==> src/rtl/mem_status_pkg.sv <==
`default_nettype none

package mem_status_pkg;

    // per-access result code
    typedef enum logic [1:0] {
        success       = 2'b00,  // clean access
        read_write    = 2'b01,  // read and write hit one bank together
        out_of_bounds = 2'b10,  // word index past the bank, or upper bits set
        alignment     = 2'b11   // low two address bits nonzero
    } mem_status_e;

    // field view of a byte address with the msb field first
    typedef struct packed {
        logic [14:0] upper;     // must be zero
        logic        bank_sel;  // picks bank 0 or 1
        logic [13:0] word_idx;  // word inside the bank
        logic [1:0]  offset;    // byte offset, word access only
    } mem_addr_fields_t;

    // one address word read raw or by field
    typedef union packed {
        logic [31:0]      raw;
        mem_addr_fields_t f;
    } mem_addr_u;

    // higher rank wins when codes are merged
    function automatic logic [1:0] status_rank(input mem_status_e code);
        logic [1:0] rank;
        case (code)
            read_write:    rank = 2'd3;
            out_of_bounds: rank = 2'd2;
            alignment:     rank = 2'd1;
            default:       rank = 2'd0;  // success
        endcase
        return rank;
    endfunction

endpackage

`default_nettype wire
==> src/rtl/mem_port_pkg.sv <==
`default_nettype none

package mem_port_pkg;

    // read port request, 33 bits
    typedef struct packed {
        logic                    en;    // one-cycle strobe
        mem_status_pkg::mem_addr_u addr;
    } rd_req_t;

    // write port request, 65 bits
    typedef struct packed {
        logic                    en;    // one-cycle strobe
        mem_status_pkg::mem_addr_u addr;
        logic [31:0]             data;  // full word only
    } wr_req_t;

    // sticky record of the first failing access, 35 bits
    typedef struct packed {
        logic                      valid;
        mem_status_pkg::mem_status_e code;
        logic [31:0]               addr;   // raw byte address
    } err_rec_t;

endpackage

`default_nettype wire

==> src/rtl/error_collector.sv <==
`timescale 1ns/1ps
`default_nettype none

module error_collector
    import mem_status_pkg::*;
    import mem_port_pkg::*;
(
    input  logic              clk,
    input  logic              rst,
    input  logic              rd_en,          // raw port strobes
    input  logic              wr_en,
    input  logic              rd_range_fault,
    input  logic              wr_range_fault,
    input  mem_addr_u         rd_addr,
    input  mem_addr_u         wr_addr,
    input  mem_status_e [1:0] bank_status,
    input  logic [1:0]        bank_done,
    input  logic              err_clear,
    output mem_status_e       status,
    output logic              done,
    output err_rec_t          err
);

    logic        rd_en_q;
    logic        wr_en_q;
    logic        rd_fault_q;
    logic        wr_fault_q;
    mem_addr_u   rd_addr_q;
    mem_addr_u   wr_addr_q;
    mem_status_e rd_code;       // what happened to the read port
    mem_status_e wr_code;       // and to the write port
    mem_status_e merged;
    mem_status_e status_q;      // last reported status
    logic        rd_wins;       // read port ranks at least as high

    always_ff @(posedge clk) begin
        if (rst) begin
            rd_en_q    <= 1'b0;
            wr_en_q    <= 1'b0;
            rd_fault_q <= 1'b0;
            wr_fault_q <= 1'b0;
        end else begin
            rd_en_q    <= rd_en;
            wr_en_q    <= wr_en;
            rd_fault_q <= rd_range_fault;
            wr_fault_q <= wr_range_fault;
        end
    end

    always_ff @(posedge clk) begin
        rd_addr_q <= rd_addr;   // lines up with the bank status
        wr_addr_q <= wr_addr;
    end

    // per-port code, the bank_sel bit says which bank served the port
    always_comb begin
        rd_code = success;
        wr_code = success;
        if (rd_fault_q) begin
            rd_code = out_of_bounds;
        end else if (rd_en_q && bank_done[rd_addr_q.f.bank_sel]) begin
            rd_code = bank_status[rd_addr_q.f.bank_sel];
        end
        if (wr_fault_q) begin
            wr_code = out_of_bounds;
        end else if (wr_en_q && bank_done[wr_addr_q.f.bank_sel]) begin
            wr_code = bank_status[wr_addr_q.f.bank_sel];
        end
    end

    assign rd_wins = status_rank(rd_code) >= status_rank(wr_code);  // ties go to read
    assign merged  = rd_wins ? rd_code : wr_code;
    assign done    = rd_fault_q || wr_fault_q || (|bank_done);
    assign status  = done ? merged : status_q;

    always_ff @(posedge clk) begin
        if (rst) begin
            status_q <= success;
        end else begin
            status_q <= status;
        end
    end

    // first error sticks; a clear in the same cycle as a new error
    // makes room for that error
    always_ff @(posedge clk) begin
        if (rst) begin
            err <= '0;
        end else if (done && (merged != success) && (!err.valid || err_clear)) begin
            err.valid <= 1'b1;
            err.code  <= merged;
            err.addr  <= rd_wins ? rd_addr_q.raw : wr_addr_q.raw;
        end else if (err_clear) begin
            err <= '0;
        end
    end

endmodule

`default_nettype wire

==> config.mk <==
export PLATFORM = sky130hd
export DESIGN_NAME = error_collector
export DESIGN_NICKNAME = d
export VERILOG_FILES = /design/src/rtl/mem_status_pkg.sv /design/src/rtl/mem_port_pkg.sv /design/src/rtl/error_collector.sv
export SDC_FILE = /design/constraint.sdc
export NUM_CORES = 1
export LEC_CHECK = 0
export BUFFER_PORTS_ARGS = -buffer_cell sky130_fd_sc_hd__buf_4
export CAP_MARGIN = 20
export CORE_MARGIN = 3
export CORE_UTILIZATION = 47
export CTS_BUF_LIST = sky130_fd_sc_hd__clkbuf_2 sky130_fd_sc_hd__clkbuf_4 sky130_fd_sc_hd__clkbuf_8
export DETAILED_ROUTE_END_ITERATION = 16
export PLACE_DENSITY = 0.78
export SETUP_SLACK_MARGIN = 0.02
export SYNTH_ARGS = -nofsm -noshare
export SYNTH_HDL_FRONTEND = slang
export SYNTH_SLANG_ARGS = --single-unit
==> constraint.sdc <==
create_clock -name clk -period 2.7 [get_ports clk]
set_clock_uncertainty 0.2 [all_clocks]
set_input_delay 0.405 -clock clk [delete_from_list [all_inputs] [get_ports clk]]
set_output_delay 0.405 -clock clk [all_outputs]
set_load 0.005 [all_outputs]
==> impl_results.rst <==
.. list-table::
   :header-rows: 1

   * - Metric
     - Value
   * - Result of the run
     - finished with violations
   * - Violations in the final reports
     - negative setup slack
   * - MaxCap Viol Count
     - 0
   * - Setup repair after global routing missed its margin
     - true
   * - Worst setup path category
     - reg2out
   * - Internal power component
     - roughly 2.7 mW
   * - Overflow left after global routing
     - 0
   * - Initial Utilization
     - 0.487
   * - Number of cells produced by synthesis
     - 336
   * - Tot Pwr
     - around 3.6 mW
   * - Antenna-violating nets left
     - 0
   * - Vias per cell
     - about 4.8
   * - Core ar.
     - 0.00729 mm2
   * - Maximum resistive drop on vdd
     - between 0.3 and 0.4 mV
   * - Async S/R FF share, synth
     - 0
   * - Logic depth of the worst register-to-register path
     - 12
   * - Comb power frac
     - 0.211
   * - Fraction of final layout cells with drive strength greater than 1
     - 0.328
   * - Number of global-route vias before repair
     - roughly 3,300
   * - Leakage power figure
     - approximately 2.7 nW
   * - Number of nets in the finished design
     - 616
   * - Number of synthesized register bits
     - 105
   * - Min-Delay Path Depth
     - 2
   * - Detailed placer's ending HPWL
     - 5.30 mm
   * - Launching element type of the critical path
     - flip-flop
   * - Signed area change from the synthesized netlist to the final layout
     - 60.2%
   * - Maximum fanout along the worst path
     - 5
   * - Critical path arrival
     - 2450 ps
   * - CTS Root Buffer Type
     - clkbuf_8
   * - Total placed cells including tap cells
     - about 550
   * - Kind of end point of the critical path
     - primary output
   * - Number of synthesized flops with an enable pin
     - 0
   * - Clock-pin transition on the worst setup and hold timing paths
     - 100 ps
   * - Final Critical Period
     - ~3000 ps
   * - Sequential share of power
     - 0.474
   * - DIE AREA
     - between 0.008 and 0.009 mm2
   * - Share of the clock period used by the worst path after layout
     - 1.13
   * - Register area
     - 0.00211 mm2
   * - Length of the first detailed-routing pass in iterations
     - 5
   * - Average wire length per cell after detail routing
     - approximately 15 um
   * - Via count
     - a little over 3,000
   * - Number of H-tree levels
     - 3
   * - Setup tns final
     - -7520 ps
   * - Pins over their slew limit
     - 0
   * - Clk network pwr share
     - 0.315
   * - Worst hold slack after final layout
     - 52.8 ps
   * - Worst Path Required
     - around 2100 ps
   * - Total track usage
     - 0.226
   * - Number of DRC markers after the initial detailed-route iteration
     - 52
   * - Maximum number of pins on one net before global-route repair
     - 43
   * - Leading cell type in the layout, fill and taps excluded
     - buf_4
   * - Later-pin clock latency in the skew report
     - around 360 ps
   * - Power Density
     - 629 mW/mm2
   * - Die width
     - a little over 90 um
   * - Die Ht
     - 92.9 um
   * - Most used cells in the layout excluding fill and tap cells
     - buf_4, dfxtp_1, nand2_1
   * - Primary FF master, synth
     - dfxtp_1
   * - Relative slew slack
     - 0.540
   * - Top-level I/O count
     - around 120
   * - Seq/Total Area, Yosys
     - 0.592
   * - Final setup violation count
     - 35
   * - Cell Rows
     - 31
   * - Max Buffers Root-to-Sink
     - 2
   * - Post-layout util
     - 0.781
   * - Initial antenna violation count
     - 0
   * - Worst min path class
     - in2reg
   * - Highest Clock Rate
     - approximately 0.33 GHz
   * - Post-synthesis average cell area
     - roughly 11 um2
   * - Slew at the pin closest to its max-slew limit
     - ~690 ps
   * - DRC Markers
     - 0
   * - Final wirelength
     - roughly 10 mm
   * - Total CTS buffers
     - 9
   * - Number of clock sinks seen by CTS
     - between 100 and 150
   * - Placer congestion estimate
     - just over 0.8
   * - Multi-input gate area in the final layout
     - around 0.0013 mm2
   * - Switching Power
     - 0.905 mW
   * - First-pass GRT wire length
     - approximately 15 mm
   * - Quantity of I/O buffers inserted on ports
     - between 100 and 150
   * - Layout Cells excl Fill
     - approximately 640
   * - Number of different library cells in the post-synthesis netlist
     - 33
   * - Filler cells
     - roughly 500
   * - Post-Synthesis Net Count
     - 415
   * - CTS tree
     - done
   * - Hold violation total from the final report
     - 0
   * - Switching part of the total power
     - 0.253
   * - YS warnings
     - 0
   * - Final setup slack of the worst path
     - -360 ps
   * - Mapped Area
     - between 0.003 and 0.004 mm2
## timing repair
item | CTS | global route
gates cloned | 4 | 0
pin swaps | 3 | 8
hold endpoints to repair | 64 | 0
hold buffers | 64 | 0
setup buffers | 7 | 4
setup endpoints to repair | 35 | 37
gates resized for setup | 6 | 9
## routing by layer
metal,routed length [um],track usage
met4,157,0.0757
met1,3870,0.229
met3,396,0.0617
met2,5420,0.441
met5,0,0
## area by class of cell
class / count / share of cell area
sequential: 105 / 0.371
timing repair buffer: 208 / 0.325
inverter: 4 / 0.00264
tap: 99 / 0.0218
multi-input combinational: 209 / 0.237
antenna: 1 / 0.000440
clock buffer: 10 / 0.0242
clock inverter: 6 / 0.0189
## cells in the mapped netlist, types with 2 or more instances
cell	instances	area [um2]
a21oi_2	2	17.5
nand4b_1	2	17.5
nand2_1	101	379
clkbuf_1	8	30.0
dfxtp_1	105	2100
nor2b_1	8	50.1
inv_1	4	15.0
xnor2_1	2	17.5
mux2i_1	33	330
buf_2	6	30.0
ha_1	2	25.0
buf_12	3	60.1
a41oi_1	2	17.5
a21o_1	35	263
nor2_1	2	7.51
a21oi_1	4	20.0
## cells by family after synthesis
group / synth area share
xor gates and xnor gates: 0.00740
muxes: 0.104
AOI/OAI and AO/OA: 0.100
adders and majority gates: 0.00704
and+or+nand+nor: 0.148
DFF: 0.592
buffers and inverters: 0.0412
## worst paths after layout
check,endpoint,start,slack (ps)
min,wr_fault_q$_SDFF_PP0_,wr_range_fault,50
max reg2reg,err[27]$_SDFFE_PP0P_,rd_addr_q[16]$_DFF_P_,-270
max,status[0],rd_addr_q[16]$_DFF_P_,-360
min reg2reg,err[31]$_SDFFE_PP0P_,err[31]$_SDFFE_PP0P_,270
## power groups by stage
stage / Sequential [mW] / Clock (mW) / Combinational [mW]
CTS: 1.69 / 1.15 / 0.718
floorplan: 1.72 / 0 / 0.315
global placement: 1.73 / 0 / 0.536
finish: 1.70 / 1.13 / 0.755
global route: 1.71 / 1.22 / 0.810
detailed placement: 1.73 / 0 / 0.545
## registers in the layout (all words and copies together), names as in the netlist
signal	count
status_q	2
rd_addr_q	32
wr_en_q	1
wr_addr_q	32
rd_fault_q	1
wr_fault_q	1
err	35
rd_en_q	1
## per-stage QoR
stage               area, um2  setup slack, ps
finish                   5690             -360
global route             5690             -476
CTS                      5620             -378
detailed placement       4550             -124
global placement         4550            -57.2
floorplan                3560            -11.8
## worst max-delay path: stages, from the launching register on
cell and delay, ps:
dfxtp_4 380, nand3b_1 170, a21oi_2 160, inv_1 80, xnor2_1 130, ha_1 330, a21oi_4 220, mux2_4 330
a21o_1 160, buf_4 130
Power figures use the tool's default switching activity.
