<file path="src/rtl/mem_status_pkg.sv">
`default_nettype none

package mem_status_pkg;

    // per-access result code
    typedef enum logic [1:0] {
        success       = 2'b00,  // clean access
        read_write    = 2'b01,  // read and write hit one bank together
        out_of_bounds = 2'b10,  // word index past the bank, or upper bits set
        alignment     = 2'b11   // low two address bits nonzero
    } mem_status_e;

    // field view of a byte address with the msb field first
    typedef struct packed {
        logic [14:0] upper;     // must be zero
        logic        bank_sel;  // picks bank 0 or 1
        logic [13:0] word_idx;  // word inside the bank
        logic [1:0]  offset;    // byte offset, word access only
    } mem_addr_fields_t;

    // one address word read raw or by field
    typedef union packed {
        logic [31:0]      raw;
        mem_addr_fields_t f;
    } mem_addr_u;

    // higher rank wins when codes are merged
    function automatic logic [1:0] status_rank(input mem_status_e code);
        logic [1:0] rank;
        case (code)
            read_write:    rank = 2'd3;
            out_of_bounds: rank = 2'd2;
            alignment:     rank = 2'd1;
            default:       rank = 2'd0;  // success
        endcase
        return rank;
    endfunction

endpackage

`default_nettype wire
</file>
<file path="src/rtl/mem_port_pkg.sv">
`default_nettype none

package mem_port_pkg;

    // read port request, 33 bits
    typedef struct packed {
        logic                    en;    // one-cycle strobe
        mem_status_pkg::mem_addr_u addr;
    } rd_req_t;

    // write port request, 65 bits
    typedef struct packed {
        logic                    en;    // one-cycle strobe
        mem_status_pkg::mem_addr_u addr;
        logic [31:0]             data;  // full word only
    } wr_req_t;

    // sticky record of the first failing access, 35 bits
    typedef struct packed {
        logic                      valid;
        mem_status_pkg::mem_status_e code;
        logic [31:0]               addr;   // raw byte address
    } err_rec_t;

endpackage

`default_nettype wire

</file>
<file path="src/rtl/region_decoder.sv">
`timescale 1ns/1ps
`default_nettype none

module region_decoder
    import mem_port_pkg::*;
#(
    parameter int BANK_WORDS = 1024     // same value as the banks
) (
    input  logic             clk,
    input  logic             rst,
    input  rd_req_t          rd,
    input  wr_req_t          wr,
    output rd_req_t [1:0]    bank_rd,
    output wr_req_t [1:0]    bank_wr,
    input  logic [1:0][31:0] bank_rd_data,
    output logic [31:0]      rd_data,
    output logic             rd_range_fault,
    output logic             wr_range_fault
);

    localparam logic [14:0] WORD_LIMIT = 15'(BANK_WORDS);

    logic rd_hit;       // read goes to a bank
    logic wr_hit;       // write goes to a bank
    logic same_bank;    // write lands on the read's bank
    logic rd_clean;     // read the bank will actually serve
    logic rd_bank_q;    // bank whose read register drives rd_data

    // anything above the two banks is outside the region
    assign rd_range_fault = rd.en && (rd.addr.f.upper != '0);
    assign wr_range_fault = wr.en && (wr.addr.f.upper != '0);

    assign rd_hit = rd.en && !rd_range_fault;
    assign wr_hit = wr.en && !wr_range_fault;

    // address and data go to both banks, strobe only to the selected one
    always_comb begin
        for (int n = 0; n < 2; n++) begin
            bank_rd[n]    = rd;
            bank_rd[n].en = rd_hit && (rd.addr.f.bank_sel == 1'(n));
            bank_wr[n]    = wr;
            bank_wr[n].en = wr_hit && (wr.addr.f.bank_sel == 1'(n));
        end
    end

    assign same_bank = wr_hit && (wr.addr.f.bank_sel == rd.addr.f.bank_sel);

    // mirrors the bank's own read checks, so the select
    // moves only when that bank loads new read data
    assign rd_clean = rd_hit && !same_bank
                      && (rd.addr.f.offset == 2'b00)
                      && ({1'b0, rd.addr.f.word_idx} < WORD_LIMIT);

    always_ff @(posedge clk) begin
        if (rst) begin
            rd_bank_q <= 1'b0;          // bank 0 read register is zero out of reset
        end else if (rd_clean) begin
            rd_bank_q <= rd.addr.f.bank_sel;
        end
    end

    assign rd_data = bank_rd_data[rd_bank_q];   // valid the cycle after the read

endmodule

`default_nettype wire

</file>
<file path="config.mk">
export PLATFORM = sky130hd
export DESIGN_NAME = region_decoder
export DESIGN_NICKNAME = d
export VERILOG_FILES = /design/src/rtl/mem_status_pkg.sv /design/src/rtl/mem_port_pkg.sv /design/src/rtl/region_decoder.sv
export SDC_FILE = /design/constraint.sdc
export NUM_CORES = 1
export LEC_CHECK = 0
export BUFFER_PORTS_ARGS = -buffer_cell sky130_fd_sc_hd__buf_2
export CORE_AREA = 2 2 154 156
export CTS_BUF_LIST = sky130_fd_sc_hd__clkbuf_4 sky130_fd_sc_hd__clkbuf_8
export DETAILED_ROUTE_END_ITERATION = 16
export DIE_AREA = 0 0 156 158
export PLACE_DENSITY = 0.44
export SLEW_MARGIN = 20
export SYNTH_ARGS = -nofsm -noshare
export SYNTH_HDL_FRONTEND = slang
export SYNTH_SLANG_ARGS = --single-unit
</file>
<file path="constraint.sdc">
create_clock -name clk -period 1.4 [get_ports clk]
set_input_delay 0.14 -clock clk [delete_from_list [all_inputs] [get_ports clk]]
set_output_delay 0.14 -clock clk [all_outputs]
set_load 0.005 [all_outputs]
</file>
==> flow_metrics.tcl, run 1 <==
set metrics [dict create \
    synth_common_cells "buf_4, mux2_2, nor3_1, nor4_1" \
    r2r-start "rd_bank_q" \
    pwr-share-seq_pct 5.5 \
    grt_max_degree 33 \
    antenna_found_initial 1 \
    via_per_inst 2.73 \
    largest_reg_flops 1 \
    met2_usage_pct 9.21 \
    crit_path_start_kind "input pin" \
    p_int_w 0.000323 \
    final_cells 589 \
    slew_violations 0 \
    initial_core_util_pct 8.81 \
    cap_violations 0 \
    place_congestion 0.664 \
    rows 56 \
    netSwitchingPower_w 0.000202 \
    synth_seq_cells 1 \
    finalSetupViolCount 0 \
    ys.warnings.count 0 \
    syn_area_per_cell_sq_um 7.94 \
    synthArstFlopShare_pct 0 \
    pwr-share-comb_pct 94.5 \
    r2r_cells 2 \
    ant_nets 0 \
    syn_nets 420 \
    r2r_end "rd_bank_q" \
    crit_type "in2out" \
    worstMarginPinSlew_ns 0.245 \
    crit_path_end "bank_wr[129]" \
    chipWidth_microns 156 \
    hold_viol_final 0 \
    grt_use_total_pct 4.59 \
    ios 394 \
    synth_area_sq_um 2030 \
    dr.pass1.iters 4 \
    path_cells "buf_8 > nor4_4 > buf_4 > and4_4 > and3_1 > buf_2" \
    port_buffers 219 \
    synth_ff_type "dfxtp_1" \
    avgRoutedWirePerCell_microns 11.9 \
    use_met3_pct 1.62 \
    powerDensity_nw_per_um2 229 \
    routed_wl_microns 7020 \
    vias 1608 \
    slew_headroom_pct 83.5 \
    grt.busiest_layer "met2" \
    crit_path_end_kind "primary output" \
    outcome "completed" \
    crit_arrival_ns 1.23 \
    clock_skew_ns 0 \
    synth_cell_types 20 \
    synth_top_area_cell "buf_4" \
    path_max_fanout 4 \
    min_path_type "in2out" \
    irDropWorstVdd_mv 0.0665 \
    core-area_sq_um 23100 \
    met1_usage_pct 3.92 \
    swShare_pct 38.5 \
    crit_path_start "wr[51]" \
    netlist_instances 256 \
    ys_seq_area_share_pct 0.985 \
    num_antenna_cells 0 \
    dp_hpwl_microns 6340 \
    placed_cells 589 \
    largestRegisters "rd_bank_q (1)" \
    grt_pass1_wl_microns 8430 \
    period_needed_ns 1.37 \
    drtIter0Drc 25 \
    fin_setup_tns_ns 0 \
    rsz0062_at_grt "yes" \
    synth_top_cell_area_share_pct 71.3 \
    clockPowerShare_pct 0 \
    synth_edf_count 0 \
    leakagePower_nw 1.16 \
    synth.most_common_cell "buf_4" \
    drive_above_1_share_pct 94.6 \
    fmax_ghz 0.731 \
    slowest_delay_ns 0.27 \
    area_growth_pct 13.1 \
    final_nets 465 \
    min_period_over_period_pct 97.7 \
    die_h_microns 158 \
    crit_slowest_cell "and4_4" \
    worst_slack_ns 0.0321 \
    crit_required_ns 1.26 \
    fp.dieArea_sq_um 24600 \
    synth_area_leaders "buf_4, mux2_2, nor4_2" \
    clkLatencyLatePin_ns 0 \
    grt_pass1_vias 1424 \
    rrSetupSlack_ns 0.79 \
    dp_slack_ns -0.234 \
    regMostFlops "rd_bank_q" \
    grt.overflow.total 0 \
    drc_errors 0 \
]
[power groups by stage]
| stage | registers, W | logic [W] | clock network [W] |
|---|---|---|---|
| final | 0.0000291 | 0.000497 | 0 |
| after global routing | 0.0000291 | 0.000549 | 0 |
| after CTS | 0.0000291 | 0.000491 | 0 |
| after detailed placement | 0.0000291 | 0.000475 | 0 |
| after global placement | 0.0000291 | 0.000474 | 0 |
| after floorplan | 0.0000291 | 0.000513 | 0 |
[logic make-up (layout without fill, tap and decap cells)]
family | after synthesis | count (layout) | synth area share (%)
muxes | 33 | 33 | 18.2
DFF | 1 | 1 | 0.985
xor gates and xnor gates | 1 | 1 | 0.431
and+or+nand+nor | 22 | 22 | 7.20
AOI/OAI and AO/OA | 1 | 1 | 0.739
buffers and inverters | 198 | 241 | 72.4
[layer usage]
metal / routed length [microns] / vias to the layer above / share of wire (%)
met5: 13 / - / 0.19
met4: 391 / 2 / 5.6
met3: 970 / 42 / 14
met2: 3590 / 182 / 51
met1: 2060 / 664 / 29
li1: - / 718 / -
[worst min-delay path by stage]
| stage | slack, ns | start | end | depth (start not counted) |
|---|---|---|---|---|
| 3_3_place_gp | 0.28 | wr[36] | bank_wr[101] | 0 |
| 4_1_cts | 0.28 | wr[36] | bank_wr[101] | 0 |
| 2_1_floorplan | 0.29 | rd[16] | rd_bank_q | 2 |
| 5_1_grt | 0.28 | wr[3] | bank_wr[3] | 0 |
| 6_report | 0.28 | wr[10] | bank_wr[10] | 0 |
| 3_5_place_dp | 0.28 | wr[36] | bank_wr[101] | 0 |
[cell type report]
type / count / area, sq um
flip-flops and latches: 1 / 20.0
well taps: 290 / 363
inverters: 2 / 7.51
repair buffers: 239 / 1300
multi-input cells: 57 / 607
fillers: 2700 / 20800
[per-stage QoR]
step | cell area [sq um] | hold slack, ns | util [%] | power, W
2_1_floorplan | 2030 | 0.295 | - | 0.000543
3_3_place_gp | 2190 | 0.280 | 9.50 | 0.000504
3_5_place_dp | 2190 | 0.280 | 9.50 | 0.000505
4_1_cts | 2240 | 0.280 | 9.72 | 0.000520
5_1_grt | 2300 | 0.280 | 9.97 | 0.000578
6_report | 2300 | 0.280 | 9.97 | 0.000526
[cell usage in the layout (no fill, tap or decap), types with 2 or more instances in the layout]
cell type  synthesis  layout
buf_2              3     214
nand2b_1           2       2
buf_4            193      18
nor4_4             0       3
nor3_1             4       2
inv_1              2       2
nor4_2             3       3
buf_8              0       2
nor2_1             2       2
buf_6              0       4
mux2_2            32      32
[worst max-delay path: cells and delay by family]
| family | cells | cell delay, ns |
|---|---|---|
| buf+inv | 3 | 0.37 |
| simple gates | 3 | 0.71 |
[timing repair]
action,CTS,global route
setup buffers,0,1
hold buffers,0,0
endpoints found under the setup margin,6,3
cloned,0,0
gates resized for setup,10,13
pin swaps,2,5
Note: power is estimated with default switching activity, not from simulation.
==> inputs of run 2 (changes only) <==
--- a/config.mk
+++ b/config.mk
@@ -10,7 +10,7 @@
 export CTS_BUF_LIST = sky130_fd_sc_hd__clkbuf_4 sky130_fd_sc_hd__clkbuf_8
 export DETAILED_ROUTE_END_ITERATION = 16
 export DIE_AREA = 0 0 156 158
-export PLACE_DENSITY = 0.44
+export PLACE_DENSITY = 0.47
 export SLEW_MARGIN = 20
 export SYNTH_ARGS = -nofsm -noshare
 export SYNTH_HDL_FRONTEND = slang
==> constraint.sdc (replaced) <==
create_clock -name clk -period 1.4 [get_ports clk]
set_input_delay 0.28 -clock clk [delete_from_list [all_inputs] [get_ports clk]]
set_output_delay 0.28 -clock clk [all_outputs]
set_load 0.005 [all_outputs]
==> run 2 against run 1 <==
  * The run now ends with setup timing left
  * Critical path depth is 1 lower
  * Via count rose by 5.0%
  * Worst setup slack got worse by 0.27 ns
  * First-iteration DRC count grew to 2.7 times the previous value
  * Critical endpoint unchanged
==> flow_metrics.tcl, run 2 (same netlist as run 1, synthesis figures left out) <==
set metrics [dict create \
    outcome "finished, violations left" \
    violations "setup timing" \
    path_max_fanout 4 \
    ant_nets 0 \
    fp.dieArea_sq_um 24600 \
    core-area_sq_um 23100 \
    largestRegisters "rd_bank_q (1)" \
    path_cells "buf_2 > nor4_4 > and4_4 > and3_4 > buf_6" \
    r2r_cells 3 \
    dr.pass1.iters 4 \
    r2r_end "rd_bank_q" \
    pwr-share-comb_pct 94.7 \
    swShare_pct 38.6 \
    hold_viol_final 0 \
    crit_path_start_kind "input pin" \
    clock_skew_ns 0 \
    leakagePower_nw 1.21 \
    slew_violations 0 \
    crit_arrival_ns 1.36 \
    dp_hpwl_microns 6250 \
    slew_headroom_pct 76.5 \
    drive_above_1_share_pct 95.8 \
    fillCellCount 2665 \
    clkLatencyLatePin_ns 0 \
    holdPathEnd "bank_wr[82]" \
    ios 394 \
    hold_start "wr[17]" \
    fin_setup_tns_ns -1.24 \
    drtIter0Drc 68 \
    chipWidth_microns 156 \
    period_needed_ns 1.64 \
    fmax_ghz 0.609 \
    slowest_delay_ns 0.37 \
    dp_slack_ns -0.695 \
    clockPowerShare_pct 0 \
    largest_reg_flops 1 \
    grt_pass1_wl_microns 8380 \
    initial_core_util_pct 8.81 \
    min_period_over_period_pct 117 \
    holdPathStages 0 \
    final_common_cell "buf_2" \
    avgRoutedWirePerCell_microns 11.7 \
    worstMarginPinSlew_ns 0.350 \
    netSwitchingPower_w 0.000213 \
    grt_use_total_pct 4.56 \
    irDropWorstVdd_mv 0.0610 \
    die_h_microns 158 \
    grt_max_degree 34 \
    crit_slowest_cell "nor4_4" \
    p_int_w 0.000339 \
    regMostFlops "rd_bank_q" \
    min_path_type "in2out" \
    grt.overflow.total 0 \
    worst_slack_ns -0.241 \
    routed_wl_microns 7020 \
    final_cell_mix "buf_2, mux2_2, buf_4" \
    rrSetupSlack_ns 0.60 \
    crit_path_end_kind "primary output" \
    crit_type "in2out" \
    crit_required_ns 1.12 \
    via_per_inst 2.82 \
    pwr-share-seq_pct 5.3 \
    antenna_found_initial 0 \
    vias 1689 \
    place_congestion 0.628 \
    grt_pass1_vias 1423 \
    port_buffers 219 \
    cap_violations 0 \
    num_antenna_cells 0 \
    powerDensity_nw_per_um2 228 \
    rows 56 \
    power_w 0.000552 \
    drc_errors 0 \
    area_growth_pct 19.2 \
    final_nets 475 \
    cts_hold_buf 0 \
    rsz0062_at_grt "yes" \
    finalSetupViolCount 7 \
    r2r-start "rd_bank_q" \
]
run 2: repair_timing:
action | in CTS | in global routing
resized for setup | 20 | 10
setup buffers | 2 | 1
pin swaps | 5 | 5
setup endpoints to repair | 7 | 7
run 2: final cells by class:
class | instances | area [sq um] | area share, %
inverters | 2 | 7.51 | 0.310
multi-input cells | 57 | 644 | 26.6
flip-flops and latches | 1 | 20.0 | 0.827
well taps | 290 | 363 | 15.0
repair buffers | 249 | 1390 | 57.3
run 2: layer usage:
layer | vias to the layer above | wire length, microns | global-route usage, %
li1 | 744 | - | -
met5 | - | 0 | 0
met3 | 43 | 1080 | 2.33
met1 | 689 | 2190 | 4.27
met4 | 0 | 357 | 2.53
met2 | 213 | 3390 | 8.09
run 2: how the worst max path moves through the flow:
| stage | endpoint | cells past startpoint | slack, ns | start |
|---|---|---|---|---|
| finish | bank_wr[129] | 5 | -0.24 | wr[49] |
| CTS | bank_wr[129] | 5 | -0.26 | wr[55] |
| floorplan | rd_data[0] | 3 | 0.16 | rd_bank_q |
| global route | bank_wr[64] | 6 | -0.28 | wr[55] |
| global placement | bank_wr[64] | 7 | -0.70 | wr[51] |
| detailed placement | bank_wr[129] | 6 | -0.69 | wr[51] |
run 2: power groups by stage:
stage	sequential, W	combinational (W)	clock, W
after CTS	0.0000291	0.000518	0
after detailed placement	0.0000291	0.000491	0
after global placement	0.0000291	0.000491	0
final	0.0000291	0.000523	0
after global routing	0.0000291	0.000576	0
after floorplan	0.0000291	0.000513	0
run 2: per-stage QoR:
stage | utilization [%] | hold WS (ns) | area [sq um] | cells
global placement | 9.76 | 0.560 | 2250 | 597
CTS | 10.3 | 0.560 | 2370 | 598
detailed placement | 9.76 | 0.560 | 2250 | 597
floorplan | - | 0.435 | 2030 | 256
global route | 10.5 | 0.560 | 2420 | 599
finish | 10.5 | 0.560 | 2420 | 599
run 2: critical path, delay by kind of cell:
kind          cells  cell delay, ns
simple gates      3            0.87
buf+inv           2            0.21
